--- src/rtl/cam_link_pkg.sv ---
`default_nettype none

package cam_link_pkg;

  // link geometry
  // four data lanes, so one nibble per dclk rising edge
  localparam int LANES             = 4;
  localparam int NIBBLES_PER_PIXEL = 2;
  localparam int PIXEL_W           = LANES * NIBBLES_PER_PIXEL;

  // pin synchronizer depth, same for every link pin
  localparam int SYNC_STAGES = 2;

  // memory chunk packing
  // pixel 0 sits in the low byte of a chunk
  localparam int CHUNK_W          = 128;
  localparam int PIXELS_PER_CHUNK = CHUNK_W / PIXEL_W;
  localparam int SLOT_W           = $clog2(PIXELS_PER_CHUNK);

  // frame framing, 160 x 90 pixels
  localparam int FRAME_PIXELS = 14400;
  localparam int FRAME_CNT_W  = $clog2(FRAME_PIXELS);

  // final-pixel events per group tick and the group counter range
  localparam int FRAME_GROUP = 25;
  localparam int PRESCALE_W  = $clog2(FRAME_GROUP);
  localparam int GROUP_MAX   = 1_000_000;
  localparam int GROUP_W     = 20;

  // receiver FSM
  // idle while chip select is high, then alternates high and low nibble
  typedef enum logic [1:0] {
    RX_IDLE = 2'd0,
    RX_HIGH = 2'd1,
    RX_LOW  = 2'd2
  } rx_state_t;

endpackage

`default_nettype wire

--- src/rtl/qspi_pixel_rx.sv ---
`timescale 1ns/1ps
`default_nettype none

module qspi_pixel_rx import cam_link_pkg::*; (
  input  wire                clk_camera,
  input  wire                sys_rst_camera,
  // link pins, asynchronous to clk_camera
  input  wire  [LANES-1:0]   cipo_i,
  input  wire                dclk_i,
  input  wire                cs_n_i,
  input  wire                tlast_i,
  // one-cycle pixel strobe
  output logic               pix_valid_o,
  output logic [PIXEL_W-1:0] pix_data_o,
  output logic               pix_final_o
);

  // synchronizer chains, oldest stage is the synchronized value
  logic [SYNC_STAGES-1:0] dclk_sync;
  logic [SYNC_STAGES-1:0] cs_n_sync;
  logic [SYNC_STAGES-1:0] tlast_sync;
  logic [LANES-1:0]       cipo_sync [SYNC_STAGES];

  // edge detect stage
  logic             dclk_d;
  logic             rise_q;
  logic             cs_n_q;
  logic [LANES-1:0] nib_q;
  logic             last_q;

  // assembly
  rx_state_t        state_q;
  logic [LANES-1:0] hi_nib_q;

  // control pins settle to their idle levels under reset
  always_ff @(posedge clk_camera) begin
    if (sys_rst_camera) begin
      dclk_sync <= '0;
      cs_n_sync <= '1;
    end else begin
      dclk_sync <= {dclk_sync[SYNC_STAGES-2:0], dclk_i};
      cs_n_sync <= {cs_n_sync[SYNC_STAGES-2:0], cs_n_i};
    end
  end

  // data pins take the same number of stages as dclk
  always_ff @(posedge clk_camera) begin
    tlast_sync   <= {tlast_sync[SYNC_STAGES-2:0], tlast_i};
    cipo_sync[0] <= cipo_i;
    for (int i = 1; i < SYNC_STAGES; i++) begin
      cipo_sync[i] <= cipo_sync[i-1];
    end
  end

  // registered rise of the synchronized dclk
  // nibble, final flag and chip select are sampled alongside it
  always_ff @(posedge clk_camera) begin
    if (sys_rst_camera) begin
      dclk_d <= 1'b0;
      rise_q <= 1'b0;
      cs_n_q <= 1'b1;
    end else begin
      dclk_d <= dclk_sync[SYNC_STAGES-1];
      rise_q <= dclk_sync[SYNC_STAGES-1] & ~dclk_d;
      cs_n_q <= cs_n_sync[SYNC_STAGES-1];
    end
  end

  always_ff @(posedge clk_camera) begin
    nib_q  <= cipo_sync[SYNC_STAGES-1];
    last_q <= tlast_sync[SYNC_STAGES-1];
  end

  // nibble pair FSM, upper nibble first
  always_ff @(posedge clk_camera) begin
    if (sys_rst_camera) begin
      state_q     <= RX_IDLE;
      pix_valid_o <= 1'b0;
    end else begin
      pix_valid_o <= 1'b0;
      if (cs_n_q) begin
        // deselect drops any half pixel
        state_q <= RX_IDLE;
      end else begin
        case (state_q)
          RX_IDLE, RX_HIGH: begin
            state_q <= rise_q ? RX_LOW : RX_HIGH;
          end
          RX_LOW: begin
            if (rise_q) begin
              pix_valid_o <= 1'b1;
              state_q     <= RX_HIGH;
            end
          end
          default: state_q <= RX_IDLE;
        endcase
      end
    end
  end

  // payload follows the FSM decisions, no reset needed
  always_ff @(posedge clk_camera) begin
    if (rise_q && !cs_n_q) begin
      if (state_q == RX_LOW) begin
        pix_data_o  <= {hi_nib_q, nib_q};
        pix_final_o <= last_q;
      end else begin
        hi_nib_q <= nib_q;
      end
    end
  end

endmodule

`default_nettype wire

--- src/rtl/chunk_stacker.sv ---
`timescale 1ns/1ps
`default_nettype none

module chunk_stacker import cam_link_pkg::*; (
  input  wire                clk_camera,
  input  wire                sys_rst_camera,
  // pixel stream from the receiver
  input  wire                pix_valid_i,
  input  wire  [PIXEL_W-1:0] pix_data_i,
  input  wire                pix_final_i,
  // chunk strobe toward memory, no back-pressure
  output logic               chunk_valid_o,
  output logic [CHUNK_W-1:0] chunk_data_o,
  output logic               chunk_last_o
);

  // byte slot of the next pixel
  logic [SLOT_W-1:0]  slot_q;
  // accumulator, bytes above the slot may be stale
  logic [CHUNK_W-1:0] acc_q;
  logic [CHUNK_W-1:0] acc_next;
  // accumulator with the stale bytes cleared
  logic [CHUNK_W-1:0] chunk_next;
  logic               chunk_done;

  // drop the new pixel into its byte
  always_comb begin
    acc_next = acc_q;
    acc_next[slot_q*PIXEL_W +: PIXEL_W] = pix_data_i;
  end

  // keep bytes 0 to slot, zero the rest
  // an early chunk leaves with zero padding this way
  always_comb begin
    for (int k = 0; k < PIXELS_PER_CHUNK; k++) begin
      if (k <= int'(slot_q)) begin
        chunk_next[k*PIXEL_W +: PIXEL_W] = acc_next[k*PIXEL_W +: PIXEL_W];
      end else begin
        chunk_next[k*PIXEL_W +: PIXEL_W] = '0;
      end
    end
  end

  // full chunk or final pixel closes it
  assign chunk_done = pix_valid_i &&
                      ((slot_q == SLOT_W'(PIXELS_PER_CHUNK - 1)) || pix_final_i);

  // slot counter and strobe
  always_ff @(posedge clk_camera) begin
    if (sys_rst_camera) begin
      slot_q        <= '0;
      chunk_valid_o <= 1'b0;
      chunk_last_o  <= 1'b0;
    end else begin
      chunk_valid_o <= chunk_done;
      if (chunk_done) begin
        // next chunk starts at byte 0
        slot_q       <= '0;
        chunk_last_o <= pix_final_i;
      end else if (pix_valid_i) begin
        slot_q <= slot_q + 1'b1;
      end
    end
  end

  // accumulator and output data
  // data holds until the next chunk
  always_ff @(posedge clk_camera) begin
    if (pix_valid_i) begin
      acc_q <= acc_next;
    end
    if (chunk_done) begin
      chunk_data_o <= chunk_next;
    end
  end

endmodule

`default_nettype wire

--- src/rtl/link_status.sv ---
`timescale 1ns/1ps
`default_nettype none

module link_status import cam_link_pkg::*; (
  input  wire                clk_camera,
  input  wire                sys_rst_camera,
  // pixel stream from the receiver
  input  wire                pix_valid_i,
  input  wire                pix_final_i,
  // sticky framing error and frame group count
  output logic               frame_error_o,
  output logic [GROUP_W-1:0] group_count_o
);

  // position of the current pixel within its frame
  logic [FRAME_CNT_W-1:0] pix_cnt_q;
  logic                   is_last_pix;
  logic                   mismatch;

  // final-pixel prescaler
  logic [PRESCALE_W-1:0]  pre_q;
  logic                   final_evt;
  logic                   group_tick;

  // the count says this pixel ends a frame
  assign is_last_pix = (pix_cnt_q == FRAME_CNT_W'(FRAME_PIXELS - 1));

  // count and flag must agree on every pixel
  assign mismatch = pix_valid_i && (is_last_pix != pix_final_i);

  assign final_evt  = pix_valid_i && pix_final_i;
  assign group_tick = final_evt && (pre_q == PRESCALE_W'(FRAME_GROUP - 1));

  // pixel counter, modulo the frame size
  // a final pixel also restarts it so one bad frame does not skew the next
  always_ff @(posedge clk_camera) begin
    if (sys_rst_camera) begin
      pix_cnt_q <= '0;
    end else if (pix_valid_i) begin
      if (pix_final_i || is_last_pix) begin
        pix_cnt_q <= '0;
      end else begin
        pix_cnt_q <= pix_cnt_q + 1'b1;
      end
    end
  end

  // error flag stays set until reset
  always_ff @(posedge clk_camera) begin
    if (sys_rst_camera) begin
      frame_error_o <= 1'b0;
    end else if (mismatch) begin
      frame_error_o <= 1'b1;
    end
  end

  // divide final-pixel events by the group size
  always_ff @(posedge clk_camera) begin
    if (sys_rst_camera) begin
      pre_q <= '0;
    end else if (final_evt) begin
      if (group_tick) begin
        pre_q <= '0;
      end else begin
        pre_q <= pre_q + 1'b1;
      end
    end
  end

  // group counter, wraps to zero at GROUP_MAX
  always_ff @(posedge clk_camera) begin
    if (sys_rst_camera) begin
      group_count_o <= '0;
    end else if (group_tick) begin
      if (group_count_o == GROUP_W'(GROUP_MAX - 1)) begin
        group_count_o <= '0;
      end else begin
        group_count_o <= group_count_o + 1'b1;
      end
    end
  end

endmodule

`default_nettype wire

--- src/rtl/cam_link_top.sv ---
`timescale 1ns/1ps
`default_nettype none

module cam_link_top import cam_link_pkg::*; (
  input  wire                clk_camera,
  input  wire                sys_rst_camera,
  // camera link pins
  input  wire  [LANES-1:0]   cipo_i,
  input  wire                dclk_i,
  input  wire                cs_n_i,
  input  wire                tlast_i,
  // chunk strobe toward memory
  output logic               chunk_valid_o,
  output logic [CHUNK_W-1:0] chunk_data_o,
  output logic               chunk_last_o,
  // link status
  output logic               frame_error_o,
  output logic [GROUP_W-1:0] group_count_o
);

  // pixel stream shared by the stacker and the status block
  logic               pix_valid;
  logic [PIXEL_W-1:0] pix_data;
  logic               pix_final;

  // decode, pins to pixels
  qspi_pixel_rx u_rx (
    .clk_camera     (clk_camera),
    .sys_rst_camera (sys_rst_camera),
    .cipo_i         (cipo_i),
    .dclk_i         (dclk_i),
    .cs_n_i         (cs_n_i),
    .tlast_i        (tlast_i),
    .pix_valid_o    (pix_valid),
    .pix_data_o     (pix_data),
    .pix_final_o    (pix_final)
  );

  // execute, pixels to 128-bit chunks
  chunk_stacker u_stacker (
    .clk_camera     (clk_camera),
    .sys_rst_camera (sys_rst_camera),
    .pix_valid_i    (pix_valid),
    .pix_data_i     (pix_data),
    .pix_final_i    (pix_final),
    .chunk_valid_o  (chunk_valid_o),
    .chunk_data_o   (chunk_data_o),
    .chunk_last_o   (chunk_last_o)
  );

  // result, framing check and group count
  link_status u_status (
    .clk_camera     (clk_camera),
    .sys_rst_camera (sys_rst_camera),
    .pix_valid_i    (pix_valid),
    .pix_final_i    (pix_final),
    .frame_error_o  (frame_error_o),
    .group_count_o  (group_count_o)
  );

endmodule

`default_nettype wire

--- config.mk ---
export PLATFORM = sky130hd
export DESIGN_NAME = cam_link_top
export DESIGN_NICKNAME = d
export VERILOG_FILES = /design/src/rtl/cam_link_pkg.sv /design/src/rtl/qspi_pixel_rx.sv /design/src/rtl/chunk_stacker.sv /design/src/rtl/link_status.sv /design/src/rtl/cam_link_top.sv
export SDC_FILE = /design/constraint.sdc
export NUM_CORES = 1
export LEC_CHECK = 0
export BUFFER_PORTS_ARGS = -buffer_cell sky130_fd_sc_hd__buf_4
export CORE_MARGIN = 4
export CORE_UTILIZATION = 39
export DETAILED_ROUTE_END_ITERATION = 8
export SYNTH_ARGS = -nofsm -noshare
export SYNTH_HDL_FRONTEND = slang
export SYNTH_HIERARCHICAL = 1
export SYNTH_SLANG_ARGS = --single-unit
--- constraint.sdc ---
create_clock -name clk_camera -period 10.2 [get_ports clk_camera]
set_clock_uncertainty 0.2 [all_clocks]
set_input_delay 1.02 -clock clk_camera [delete_from_list [all_inputs] [get_ports clk_camera]]
set_output_delay 1.02 -clock clk_camera [all_outputs]
set_load 0.02 [all_outputs]
---- Word-level counts from Yosys, hierarchy flattened ----
Memory sizes are Yosys's and may differ from the RTL's. A register that Yosys moved wholly into a read port is not among the register bits.
Cells that the tools add are included.
operators by class
  bitwise operators ....................... 3
  $add $sub $neg .......................... 5
  equality and inequality tests ........... 8
  $mul .................................... 0
  shift-type cells ........................ 2
  div/mod/pow operators ................... 0
  magnitude comparators ................... 15
  multiplexer cells ....................... 8
  reductions and logical operators ........ 15
operator list
  operator                    count
  $bwmux W128                 1
  $shift A8 B34 Y128 const A  1
  $shiftx A8 B34 Y128         1
  $neg A7 Y34                 1
  $le A4 B4 Y1 const A        8
  $add A20 B1 Y20 const B     1
  $eq A20 B20 Y1 const B      1
  $mux W20                    1
  $le A3 B4 Y1 const A        4
  $add A14 B1 Y14 const B     1
  $eq A14 B14 Y1 const B      1
  $mux W14                    1
  $le A2 B4 Y1 const A        2
  $reduce_or A2 Y1            3
  $add A5 B1 Y5 const B       1
  $eq A5 B5 Y1 const B        1
  $logic_and A1 B1 Y1         5
  $mux W5                     1
  $add A4 B1 Y4 const B       1
  $eq A4 B4 Y1 const B        1
  $le A1 B4 Y1 const A        1
  $mux W2                     2
  $pmux W2 S2                 1
  $reduce_and A2 Y1           2
  11 further kinds            13
storage, ports and cells
  output and inout port bits .............. 151
  ROM bits ................................ 0
  memory bits (writable) .................. 8
  memories kept ........................... 1
  bits of input ports ..................... 9
  latch bits .............................. 0
  bits in registers ....................... 328
memory list
  name            words  width  rd ports  clocked after memory_dff  write ports  RTL line             source
  u_rx.cipo_sync  2      4      2         1                         2            qspi_pixel_rx.sv:22  logic [LANES-1:0] cipo_sync [SYNC_STAGES];

---- Depth between registers and ports, before layout ----
Gate-level depths: netlist of run 1.
  depth in word-level cells ............... 4
  gate-level depth with buffers ........... 13
  depth with buffers taken out ............ 8

---- By module ----
The synthesis of run 1 kept the hierarchy.
by module, submodules not included
  module         cells an instance  instances  seq. area each (µm²)  area each (µm²)
  chunk_stacker  976                1          7807.5                12778.5
  link_status    229                1          800.8                 1970.6
  qspi_pixel_rx  55                 1          890.9                 1006.0

---- Worst setup path after synthesis of run 1 ----
No wires, ideal clock.
  path kind ............................... register to register
  start point ............................. register u_rx.pix_valid_o
  end point ............................... register u_stacker.chunk_data_o[0] (enable)
  slack ................................... 0.166 ns
  stages on the path, launching flop included .. 3
  data arrival time ....................... 9.202 ns
  period minus slack after synthesis ...... 10.034 ns
  path buffers ............................ 1
  required time ........................... 9.369 ns
  library setup time ...................... 0.631 ns
  cell sequence ........................... dfxtp_1 -> clkbuf_1 -> nor2b_1
on the way
  longest elaborated chain between the ends .. 1
RTL lines
  what                            RTL line             source
  start, declared                 qspi_pixel_rx.sv:13  output logic pix_valid_o,
  start signal, assigned          qspi_pixel_rx.sv:78  pix_valid_o <= 1'b0;
  start signal, assigned          qspi_pixel_rx.sv:80  pix_valid_o <= 1'b0;
  start signal, assigned          qspi_pixel_rx.sv:91  pix_valid_o <= 1'b1;
  $logic_and A1 B1 Y1             chunk_stacker.sv:45  assign chunk_done = pix_valid_i &&
  named net u_stacker.chunk_done  chunk_stacker.sv:24  logic chunk_done;
  end signal, assigned            chunk_stacker.sv:73  chunk_data_o <= chunk_next;
  end, declared                   chunk_stacker.sv:13  output logic [CHUNK_W-1:0] chunk_data_o,
The timed path passes the listed nets, and every way through them passes these cells.
A chain may end at the register's enable or synchronous reset.

---- Worst setup path in the final report of run 1 ----
  start point ............................. register u_stacker.slot_q[1]
  end point ............................... register u_stacker.acc_q[53], data pin
on the way
  longest elaborated chain between the ends .. 3
RTL lines
  what                                                              RTL line             source
  start, declared                                                   chunk_stacker.sv:18  logic [SLOT_W-1:0] slot_q;
  start signal, assigned                                            chunk_stacker.sv:61  slot_q <= slot_q + 1'b1;
  $neg A7 Y34 *                                                     chunk_stacker.sv:29  acc_next[slot_q*PIXEL_W +: PIXEL_W] = pix_data_i;
  $shiftx A8 B34 Y128 / $shift A8 B34 Y128 (equally long branches)  chunk_stacker.sv:29
  $bwmux W128 *                                                     chunk_stacker.sv:29
  named net u_stacker.acc_next[53]                                  chunk_stacker.sv:21  logic [CHUNK_W-1:0] acc_next;
  end signal, assigned                                              chunk_stacker.sv:70  acc_q <= acc_next;
  end, declared                                                     chunk_stacker.sv:20  logic [CHUNK_W-1:0] acc_q;
The timed path passes the listed nets; every way through them passes the cells marked *.

==> run summary, run 1 <==
============================================================================
Transition time at the pin with the least slew margin                1.25 ns
Cell at the root of the clock tree                              sky130_fd_sc_hd__clkbuf_16
Core ar.                                                         39800 sq um
Internal power consumption                                         0.00231 W
Core Rows                                                                 73
Share of the clock period used by the worst path after layout          0.354
Worst Setup End Kind                                               flip-flop
Endpoints failing setup                                                    0
Outcome                                                         finished clean
Most common library cell in the layout ignoring fill and taps   sky130_fd_sc_hd__edfxtp_1
Non-Filler Cell Area, Final                                      18500 sq um
Biggest cell delay along the critical path                           1.01 ns
Antenna violations before repair                                           0
Sequential element share of the synthesized area                       0.603
Crit-path cells                                                 inv_1 > ha_1 > nand2b_1 > a211oi_4 > mux2_2
Area of the die                                                  43700 sq um
H-tree depth                                                               2
VDD IR-drop max                                                     0.107 mV
Port Buffer Count                                                        159
Post-detail-place hpwl                                              24200 um
Hold crit path type                                                  reg2reg
Most used flip-flop cell after synthesis                        sky130_fd_sc_hd__edfxtp_1
Combinational power share                                              0.003
Clock group share of total power                                       0.480
Via density                                                             5.38
Max Clock Freq                                                       277 MHz
Area after DPL                                                   17200 sq um
# diodes                                                                   0
Worst endpoint required time                                        10.28 ns
Maximum clock path buffer count                                            3
Total instance count after detailed placement                           1861
TritonCTS clock tree                                                   built
Count of final hold-check violations                                       0
Relative contribution of sequential cells to total power               0.518
Arrival time worst endpoint                                          3.69 ns
Global-route wire length before repair                              59000 um
Global placement routability congestion                                0.800
Area contributors post-synth                                    sky130_fd_sc_hd__edfxtp_1 (51%), sky130_fd_sc_hd__dfxtp_1 (9.0%), sky130_fd_sc_hd__mux2_2 (6.5%)
Cell at the slowest stage of the critical path                  sky130_fd_sc_hd__a211oi_4
Post-synthesis average cell area                                  12.5 sq um
Antenna Nets Post-Route                                                    0
Share of cells above drive strength 1                                  0.261
CP top delay family                                             compound AO/OA/AOI/OAI gates
Synthesis Warnings                                                         6
Clock Sinks                                                              340
Total Neg Setup Slack                                                   0 ns
DIE WIDTH                                                             209 um
Largest area contributor in the synthesized netlist             sky130_fd_sc_hd__edfxtp_1
Non-filler instance count after layout                                  1928
Share of total power consumed by net switching                         0.192
Distinct cell type count of the synthesized netlist                       79
Area share of the largest cell type after synthesis                    0.513
Worst relative slew slack                                              0.168
Post-Synthesis Net Count                                                1279
Psw                                                               0.000550 W
Final routed wire length divided by cell count                       19.9 um
Total grt overflow                                                         0
Crit path time final                                                 3.61 ns
Remaining routing DRC violations                                           0
Synthesized instance count                                              1260
Via count of the routed design                                         10400
Inserted Clock Buffers                                                    37
Resize count post-CTS                                                      0
Post-CTS setup repair buffer count                                         0
Leading cell types in the layout, fill and taps excluded        sky130_fd_sc_hd__edfxtp_1 (269), sky130_fd_sc_hd__buf_4 (178), sky130_fd_sc_hd__nand2_1 (145), sky130_fd_sc_hd__mux2_2 (91), sky130_fd_sc_hd__mux2i_1 (75)
Type of the worst setup path                                         reg2reg
Largest fanout of any net on the critical path                            16
Clock insertion delay at the later pin of the skew report            0.54 ns
Die Height                                                            209 um
# nets final                                                            1394
Cts hold-fix bufs                                                          0
Initial Util                                                           0.396
Max-cap viol count                                                         0
Global routing usage summed across all routing layers                  0.169
Boundary Pins                                                            160
Setup repair after global routing missed its margin                    false
Maximum number of pins on one net before global-route repair              77
Initial drt markers                                                      810
Post-synthesis async set-or-reset flop share                               0
Clock-pin transition on the worst setup and hold timing paths        0.06 ns
Synth Cell Area                                                  15800 sq um
Number of global-route vias before repair                               9942
Total wire length after detailed routing                            38400 um
CP Buf/Inv Count                                                           1
Number of flops mapped to enable cells by yosys                          269
Area Overhead vs Synth                                                 17.4%
Crit path launch type                                              flip-flop
Flip-flop and latch count after synthesis                                340
Cell area power density                                          155 nW/um^2
Leak                                                                 6.04 nW
First-pass iteration count of the detailed router                          5
Count of final max-slew check failures                                     0
============================================================================
per-stage QoR:
stage / hold slack, ns / utilization / total power, W / setup WS (ns)
floorplan: 0.110 / - / 0.00151 / 0.166
global placement: 0.111 / 0.433 / 0.00152 / 6.68
detailed placement: 0.112 / 0.433 / 0.00152 / 6.57
finish: 0.125 / 0.464 / 0.00286 / 6.59
CTS: 0.125 / 0.464 / 0.00290 / 6.56
global route: 0.131 / 0.464 / 0.00296 / 6.37
state kept, by name, summed over array words and instances (netlist names), 4 cells and up:
name / flops
u_rx/pix_data_o: 8
u_status/group_count_o: 20
u_stacker/acc_q: 128
u_stacker/slot_q: 4
u_stacker/chunk_data_o: 128
u_rx/hi_nib_q: 4
u_rx/cipo_sync: 8
u_status/pre_q: 5
u_status/pix_cnt_q: 14
u_rx/nib_q: 4
power groups by stage:
stage	Sequential (W)	Clock, W	Combinational, W
floorplan	0.00151	0	0.00000325
global placement	0.00151	0	0.00000759
detailed placement	0.00151	0	0.00000762
CTS	0.00148	0.00141	0.00000762
global route	0.00148	0.00147	0.00000836
finish	0.00148	0.00137	0.00000741
cell families (layout without fill, tap and decap cells):
| group | Yosys count | after routing | synth area share |
|---|---|---|---|
| compound gates | 192 | 192 | 0.0874 |
| xor+xnor | 22 | 22 | 0.0134 |
| fa+ha+maj | 10 | 10 | 0.00794 |
| buf+inv | 128 | 271 | 0.0402 |
| flops | 340 | 340 | 0.603 |
| mux | 171 | 171 | 0.117 |
| simple gates | 397 | 397 | 0.131 |
area by class of cell:
type	instances	area, sq um
well taps	525	657
fillers	3590	21300
multi-input cells	792	5650
inverters	26	97.6
flip-flops and latches	340	9500
repair buffers	178	1340
clock buffers	47	1050
clock inverters	20	208
worst paths after layout:
path                        startpoint             endpoint  slack (ns)  cells past startpoint
setup / recovery   u_stacker/slot_q[1]  u_stacker/acc_q[53]        6.59                      5
hold / removal    u_rx/cipo_sync[1][1]        u_rx/nib_q[1]        0.12                      0
setup reg to reg   u_stacker/slot_q[1]  u_stacker/acc_q[53]        6.59                      5
hold reg to reg   u_rx/cipo_sync[1][1]        u_rx/nib_q[1]        0.12                      0
Yosys cell counts, types with 17 or more instances:
master	count
sky130_fd_sc_hd__buf_2	20
sky130_fd_sc_hd__o21ai_0	63
sky130_fd_sc_hd__nor2_1	30
sky130_fd_sc_hd__o211ai_1	17
sky130_fd_sc_hd__dfxtp_1	71
sky130_fd_sc_hd__nand2_1	145
sky130_fd_sc_hd__clkbuf_1	61
sky130_fd_sc_hd__mux2i_1	75
sky130_fd_sc_hd__a21oi_1	36
sky130_fd_sc_hd__inv_1	26
sky130_fd_sc_hd__nor2b_1	18
sky130_fd_sc_hd__mux2_2	91
sky130_fd_sc_hd__nand3_1	68
sky130_fd_sc_hd__nand4_1	36
sky130_fd_sc_hd__edfxtp_1	269
layer usage:
layer / part of all wire / track usage
met5: 0 / 0
met2: 0.47 / 0.266
met4: 0.020 / 0.0461
met1: 0.45 / 0.241
met3: 0.057 / 0.0312
No activity file was read; power rests on OpenSTA's default activity.
==> inputs of run 2 (changes only) <==
==> constraint.sdc (replaced) <==
create_clock -name clk_camera -period 3.39 [get_ports clk_camera]
set_clock_uncertainty 0.2 [all_clocks]
set_input_delay 0.339 -clock clk_camera [delete_from_list [all_inputs] [get_ports clk_camera]]
set_output_delay 0.339 -clock clk_camera [all_outputs]
set_load 0.02 [all_outputs]
==> run 2 against run 1 <==
Non-clock buffer count increased by 36. Via count increased by 2.8%. Clock power increased to 3.2 times the previous value. Cell count increased by 2.1%. Maximum frequency increased by 17%. Critical endpoint is now u_stacker/acc_q[38]. Register-to-register slack got worse by 6.3 ns. Sequential share of layout area decreased by 1.0 points. Utilization increased by 0.95 points. Largest cell class unchanged. First-iteration DRC count increased by 12%. Setup slack got worse by 6.3 ns. Count of clock-buffer cells in the layout decreased by 1. Largest power group unchanged. Die area unchanged.
==> run summary, run 2 (synthesis gave the netlist of run 1 again) <==
============================================================================
Outcome                                                         finished clean
Met1 Track Usage GR                                                    0.248
Place WS                                                            0.331 ns
Post-detail-place hpwl                                              25300 um
Transition time at the pin with the least slew margin                1.02 ns
Fraction of met2 tracks used by global routing                         0.274
Initial Util                                                           0.396
Clock-pin transition on the worst setup and hold timing paths        0.06 ns
Inserted Clock Buffers                                                    39
Die Height                                                            209 um
Global routing usage summed across all routing layers                  0.173
Hold crit path type                                                  reg2reg
Registers with the most flip-flops                              u_stacker/acc_q: 128 flops, u_stacker/chunk_data_o: 128 flops, u_status/group_count_o: 20 flops
R2R depth                                                                  5
Leak                                                                 6.16 nW
First-pass iteration count of the detailed router                          8
Via density                                                             5.42
Remaining routing DRC violations                                           0
Most common library cell in the layout ignoring fill and taps   sky130_fd_sc_hd__edfxtp_1
Area Overhead vs Synth                                                 19.8%
Share of the clock period used by the worst path after layout          0.911
Count of final max-slew check failures                                     0
Crit path launch type                                              flip-flop
Arrival time worst endpoint                                          3.18 ns
# nets final                                                            1432
Antenna violations before repair                                           2
Worst flop-to-flop path endpoint                                u_stacker/acc_q[38]
Largest fanout of any net on the critical path                            14
Area of the die                                                  43700 sq um
Crit-path cells                                                 nor3_1 > ha_1 > nand2b_1 > a2111oi_4 > mux2_2
Share of cells above drive strength 1                                  0.273
Total grt overflow                                                         0
Maximum clock path buffer count                                            3
Worst endpoint required time                                         3.48 ns
Area after DPL                                                   17500 sq um
Endpoints failing setup                                                    0
TritonCTS clock tree                                                   built
Worst Setup End Kind                                               flip-flop
Clock Sinks                                                              340
DIE WIDTH                                                             209 um
Grt met3 use                                                          0.0263
Maximum number of pins on one net before global-route repair              76
Leading cell types in the layout, fill and taps excluded        sky130_fd_sc_hd__edfxtp_1 (269), sky130_fd_sc_hd__buf_4 (204), sky130_fd_sc_hd__nand2_1 (145), sky130_fd_sc_hd__mux2_2 (91), sky130_fd_sc_hd__mux2i_1 (75)
Busiest layer in global routing                                         met2
# diodes                                                                   0
Count of final hold-check violations                                       0
Non-Filler Cell Area, Final                                      18900 sq um
Cell count of the worst hold path                                          0
CP Buf/Inv Count                                                           0
Worst R2R Setup Slack                                                0.30 ns
Clock insertion delay at the later pin of the skew report            0.53 ns
End of the worst hold path                                       u_rx/last_q
Antenna Nets Post-Route                                                    0
Cell at the root of the clock tree                              sky130_fd_sc_hd__clkbuf_16
Worst reg2reg startpoint                                        u_stacker/slot_q[1]
HP Start                                                        u_rx/tlast_sync[1]
Total Neg Setup Slack                                                   0 ns
Cell at the slowest stage of the critical path                  sky130_fd_sc_hd__a2111oi_4
Global-route wire length before repair                              60500 um
Cell area power density                                          468 nW/um^2
Boundary Pins                                                            160
Via count of the routed design                                         10700
Final setup slack of the worst path                                 0.302 ns
Max-cap viol count                                                         0
Initial drt markers                                                      909
Number of global-route vias before repair                              10500
Port Buffer Count                                                        159
VDD IR-drop max                                                     0.345 mV
H-tree depth                                                               2
Worst relative slew slack                                              0.322
Crit path time final                                                 3.09 ns
Total wire length after detailed routing                            39000 um
Type of the worst setup path                                         reg2reg
Final routed wire length divided by cell count                       19.8 um
Biggest cell delay along the critical path                           0.79 ns
Global placement routability congestion                                0.800
CP top delay family                                             compound AO/OA/AOI/OAI gates
Max Clock Freq                                                       324 MHz
Core Rows                                                                 73
Setup repair after global routing missed its margin                    false
Core ar.                                                         39800 sq um
============================================================================
run 2: metal layers:
| metal | vias to the layer above | wire length, um | share of wire |
|---|---|---|---|
| met3 | 58 | 2170 | 0.056 |
| met2 | 329 | 18300 | 0.47 |
| met5 | - | 0 | 0 |
| met4 | 0 | 874 | 0.022 |
| met1 | 5287 | 17600 | 0.45 |
| li1 | 4996 | - | - |
run 2: how the worst max path moves through the flow:
stage | from | to | slack [ns] | cells after the start
floorplan | u_rx/pix_valid_o | u_stacker/chunk_data_o[0] | -0.72 | 2
CTS | u_stacker/slot_q[1] | u_stacker/acc_q[31] | 0.33 | 6
finish | u_stacker/slot_q[1] | u_stacker/acc_q[38] | 0.30 | 5
global placement | u_stacker/slot_q[1] | u_stacker/acc_q[31] | 0.43 | 6
detailed placement | u_stacker/slot_q[1] | u_stacker/acc_q[30] | 0.33 | 6
global route | u_stacker/slot_q[1] | u_stacker/acc_q[33] | 0.15 | 5
run 2: report_power, final:
part / leakage [nW] / internal (W) / total [W] / switching [W]
clock network: 0.644 / 0.00267 / 0.00434 / 0.00168
logic: 2.64 / 0.0000165 / 0.0000314 / 0.0000148
registers: 2.87 / 0.00445 / 0.00445 / 0.00000382
total: 6.16 / 0.00713 / 0.00883 / 0.00169
run 2: final cells by class:
type / count / area (sq um)
repair buffers: 214 / 1640
fillers: 3632 / 20900
clock inverters: 25 / 283
well taps: 525 / 657
flip-flops and latches: 340 / 9500
clock buffers: 46 / 1040
multi-input cells: 792 / 5650
inverters: 26 / 97.6
run 2: repair_timing:
action	in CTS	in global routing
gates resized for setup	0	0
hold buffers	9	0
buffers inserted	0	0
endpoints found under the hold margin	18	0
run 2: through the flow:
stage	instances	utilization	total power, W	hold slack [ns]
floorplan	1260	-	0.00455	0.110
global placement	1888	0.438	0.00457	0.112
detailed placement	1888	0.438	0.00457	0.113
CTS	1968	0.474	0.00896	0.126
global route	1968	0.474	0.00912	0.127
finish	1968	0.474	0.00883	0.124
==> inputs of run 3 (changes only) <==
--- a/config.mk
+++ b/config.mk
@@ -5,10 +5,10 @@
 export SDC_FILE = /design/constraint.sdc
 export NUM_CORES = 1
 export LEC_CHECK = 0
-export BUFFER_PORTS_ARGS = -buffer_cell sky130_fd_sc_hd__buf_4
 export CORE_MARGIN = 4
 export CORE_UTILIZATION = 39
 export DETAILED_ROUTE_END_ITERATION = 8
+export DONT_BUFFER_PORTS = 1
 export SYNTH_ARGS = -nofsm -noshare
 export SYNTH_HDL_FRONTEND = slang
 export SYNTH_HIERARCHICAL = 1
==> constraint.sdc (replaced) <==
create_clock -name clk_camera -period 3.7 [get_ports clk_camera]
set_clock_uncertainty 0.2 [all_clocks]
set_input_delay 0.37 -clock clk_camera [delete_from_list [all_inputs] [get_ports clk_camera]]
set_output_delay 0.37 -clock clk_camera [all_outputs]
set_load 0.02 [all_outputs]
==> run 3 against run 2 <==
Register-to-register slack improved by 0.18 ns. Critical path type unchanged. Largest power group unchanged. Highest routed layer unchanged. Clock power decreased by 18%. Critical path depth unchanged.
==> run summary, run 3 (synthesis gave the netlist of run 1 again) <==
============================================================================
Type of the worst setup path                                         reg2reg
Leak                                                                 5.37 nW
Total wire length after detailed routing                            38200 um
Largest fanout of any net on the critical path                            12
Core Rows                                                                 73
Worst reg2reg startpoint                                        u_stacker/slot_q[0]
Clock Sinks                                                              340
Maximum number of pins on one net before global-route repair              81
Share of cells above drive strength 1                                  0.183
Setup repair after global routing missed its margin                    false
Endpoints failing setup                                                    0
Total instance count after detailed placement                           1732
Hold crit path type                                                   in2reg
Worst Setup End Kind                                               flip-flop
Clock-pin transition on the worst setup and hold timing paths        0.06 ns
Via density                                                             5.55
Post-detail-place hpwl                                              24000 um
First-pass iteration count of the detailed router                          5
Max-cap viol count                                                         0
Inserted Clock Buffers                                                    38
Antenna Nets Post-Route                                                    0
Outcome                                                         finished clean
R2R depth                                                                  5
Worst relative slew slack                                              0.354
Transition time at the pin with the least slew margin               0.969 ns
H-tree depth                                                               2
Post-CTS setup repair buffer count                                         0
Initial Util                                                           0.396
Place WS                                                            0.512 ns
Final routed wire length divided by cell count                       21.1 um
Worst R2R Setup Slack                                                0.48 ns
Via count of the routed design                                         10000
Crit path launch type                                              flip-flop
Remaining routing DRC violations                                           0
# nets final                                                            1276
Final setup slack of the worst path                                 0.478 ns
Area of the die                                                  43700 sq um
Cell at the root of the clock tree                              sky130_fd_sc_hd__clkbuf_16
Max Clock Freq                                                       310 MHz
Number of global-route vias before repair                               9694
Global placement routability congestion                                0.836
Leading cell types in the layout, fill and taps excluded        sky130_fd_sc_hd__edfxtp_1 (269), sky130_fd_sc_hd__nand2_1 (145), sky130_fd_sc_hd__mux2_2 (91), sky130_fd_sc_hd__mux2i_1 (75), sky130_fd_sc_hd__dfxtp_1 (69)
Count of final max-slew check failures                                     0
Initial drt markers                                                      826
Launch point of the worst path                                  u_stacker/slot_q[0]
Registers with the most flip-flops                              u_stacker/acc_q: 128 flops, u_stacker/chunk_data_o: 128 flops, u_status/group_count_o: 20 flops
Worst Hold Slack                                                   0.0449 ns
# diodes                                                                   0
Non-filler instance count after layout                                  1807
DIE WIDTH                                                             209 um
Clock insertion delay at the later pin of the skew report            0.54 ns
Capturing element of the worst setup path                       u_stacker/acc_q[96]
Cell area power density                                          437 nW/um^2
Crit path time final                                                 3.22 ns
Worst endpoint required time                                         3.78 ns
Antenna violations before repair                                           0
Global-route wire length before repair                              58900 um
Worst flop-to-flop path endpoint                                u_stacker/acc_q[96]
Share of the clock period used by the worst path after layout          0.871
Global routing usage summed across all routing layers                  0.170
Die Height                                                            209 um
TritonCTS clock tree                                                   built
Count of final hold-check violations                                       0
Maximum clock path buffer count                                            3
Total grt overflow                                                         0
Core ar.                                                         39800 sq um
VDD IR-drop max                                                     0.459 mV
Boundary Pins                                                            160
Most common library cell in the layout ignoring fill and taps   sky130_fd_sc_hd__edfxtp_1
Arrival time worst endpoint                                          3.30 ns
Area Overhead vs Synth                                                 11.4%
Total of fill cells in the finished design                              3649
Port Buffer Count                                                          0
============================================================================
-- run 3: cell count changes in the layout (fill, tap and decap cells not counted), sizes merged --
cell / before / now
buf: 205 / 50
bufinv: 6 / 2
clkinv: 16 / 12
clkbuf: 46 / 47
clkinvlp: 2 / 1
inv: 27 / 29
-- run 3: through the flow --
step,total power [W],area (sq um),utilization,setup TNS (ns)
3_5_place_dp,0.00417,16300,0.409,0
2_1_floorplan,0.00417,15800,-,-52.56
3_3_place_gp,0.00417,16300,0.409,0
4_1_cts,0.00780,17600,0.441,0
6_report,0.00768,17600,0.441,0
5_1_grt,0.00797,17600,0.441,0
-- run 3: power breakdown --
part	leakage (nW)	total (W)	internal [W]	switching, W
Combinational	1.93	0.0000240	0.0000115	0.0000126
Sequential	2.87	0.00408	0.00408	0.00000310
Clock	0.565	0.00357	0.00205	0.00152
-- run 3: critical path, cell delays in order (launching register included) --
cell and delay (ns):
sky130_fd_sc_hd__dfxtp_1 0.56, sky130_fd_sc_hd__inv_1 0.17, sky130_fd_sc_hd__ha_1 0.40, sky130_fd_sc_hd__nand2b_1 0.42
sky130_fd_sc_hd__a2111oi_4 0.81, sky130_fd_sc_hd__mux2_2 0.41
-- run 3: timing repair --
item | 4_1_cts | 5_1_grt
endpoints found under the setup margin | 0 | 0
resized for setup | 0 | 0
hold endpoints to repair | 39 | 0
hold buffers | 10 | 0
-- run 3: area by class of cell --
| type | count | area (sq um) | share of cell area |
|---|---|---|---|
| flip-flops and latches | 340 | 9500 | 0.541 |
| repair buffers | 59 | 490 | 0.0279 |
| clock inverters | 18 | 176 | 0.0100 |
| well taps | 525 | 657 | 0.0374 |
| multi-input cells | 792 | 5640 | 0.322 |
| clock buffers | 47 | 985 | 0.0561 |
| inverters | 26 | 97.6 | 0.00556 |
-- run 3: routing by layer --
| metal | GRT usage | part of all wire |
|---|---|---|
| met1 | 0.238 | 0.45 |
| met3 | 0.0488 | 0.066 |
| met4 | 0.0468 | 0.023 |
| met2 | 0.261 | 0.46 |
| met5 | 0 | 0 |
-- run 3: worst min path at each step --
stage | from | to | slack (ns) | cells after the start
6_report | sys_rst_camera | u_status/pix_cnt_q[13] | 0.04 | 2
5_1_grt | sys_rst_camera | u_status/pix_cnt_q[9] | 0.09 | 2
4_1_cts | sys_rst_camera | u_status/pix_cnt_q[13] | 0.04 | 2
3_5_place_dp | u_rx/cipo_sync[0][0] | u_rx/cipo_sync[1][0] | 0.11 | 0
3_3_place_gp | u_rx/tlast_sync[0] | u_rx/tlast_sync[1] | 0.11 | 0
2_1_floorplan | u_rx/cipo_sync[0][0] | u_rx/cipo_sync[1][0] | 0.11 | 0
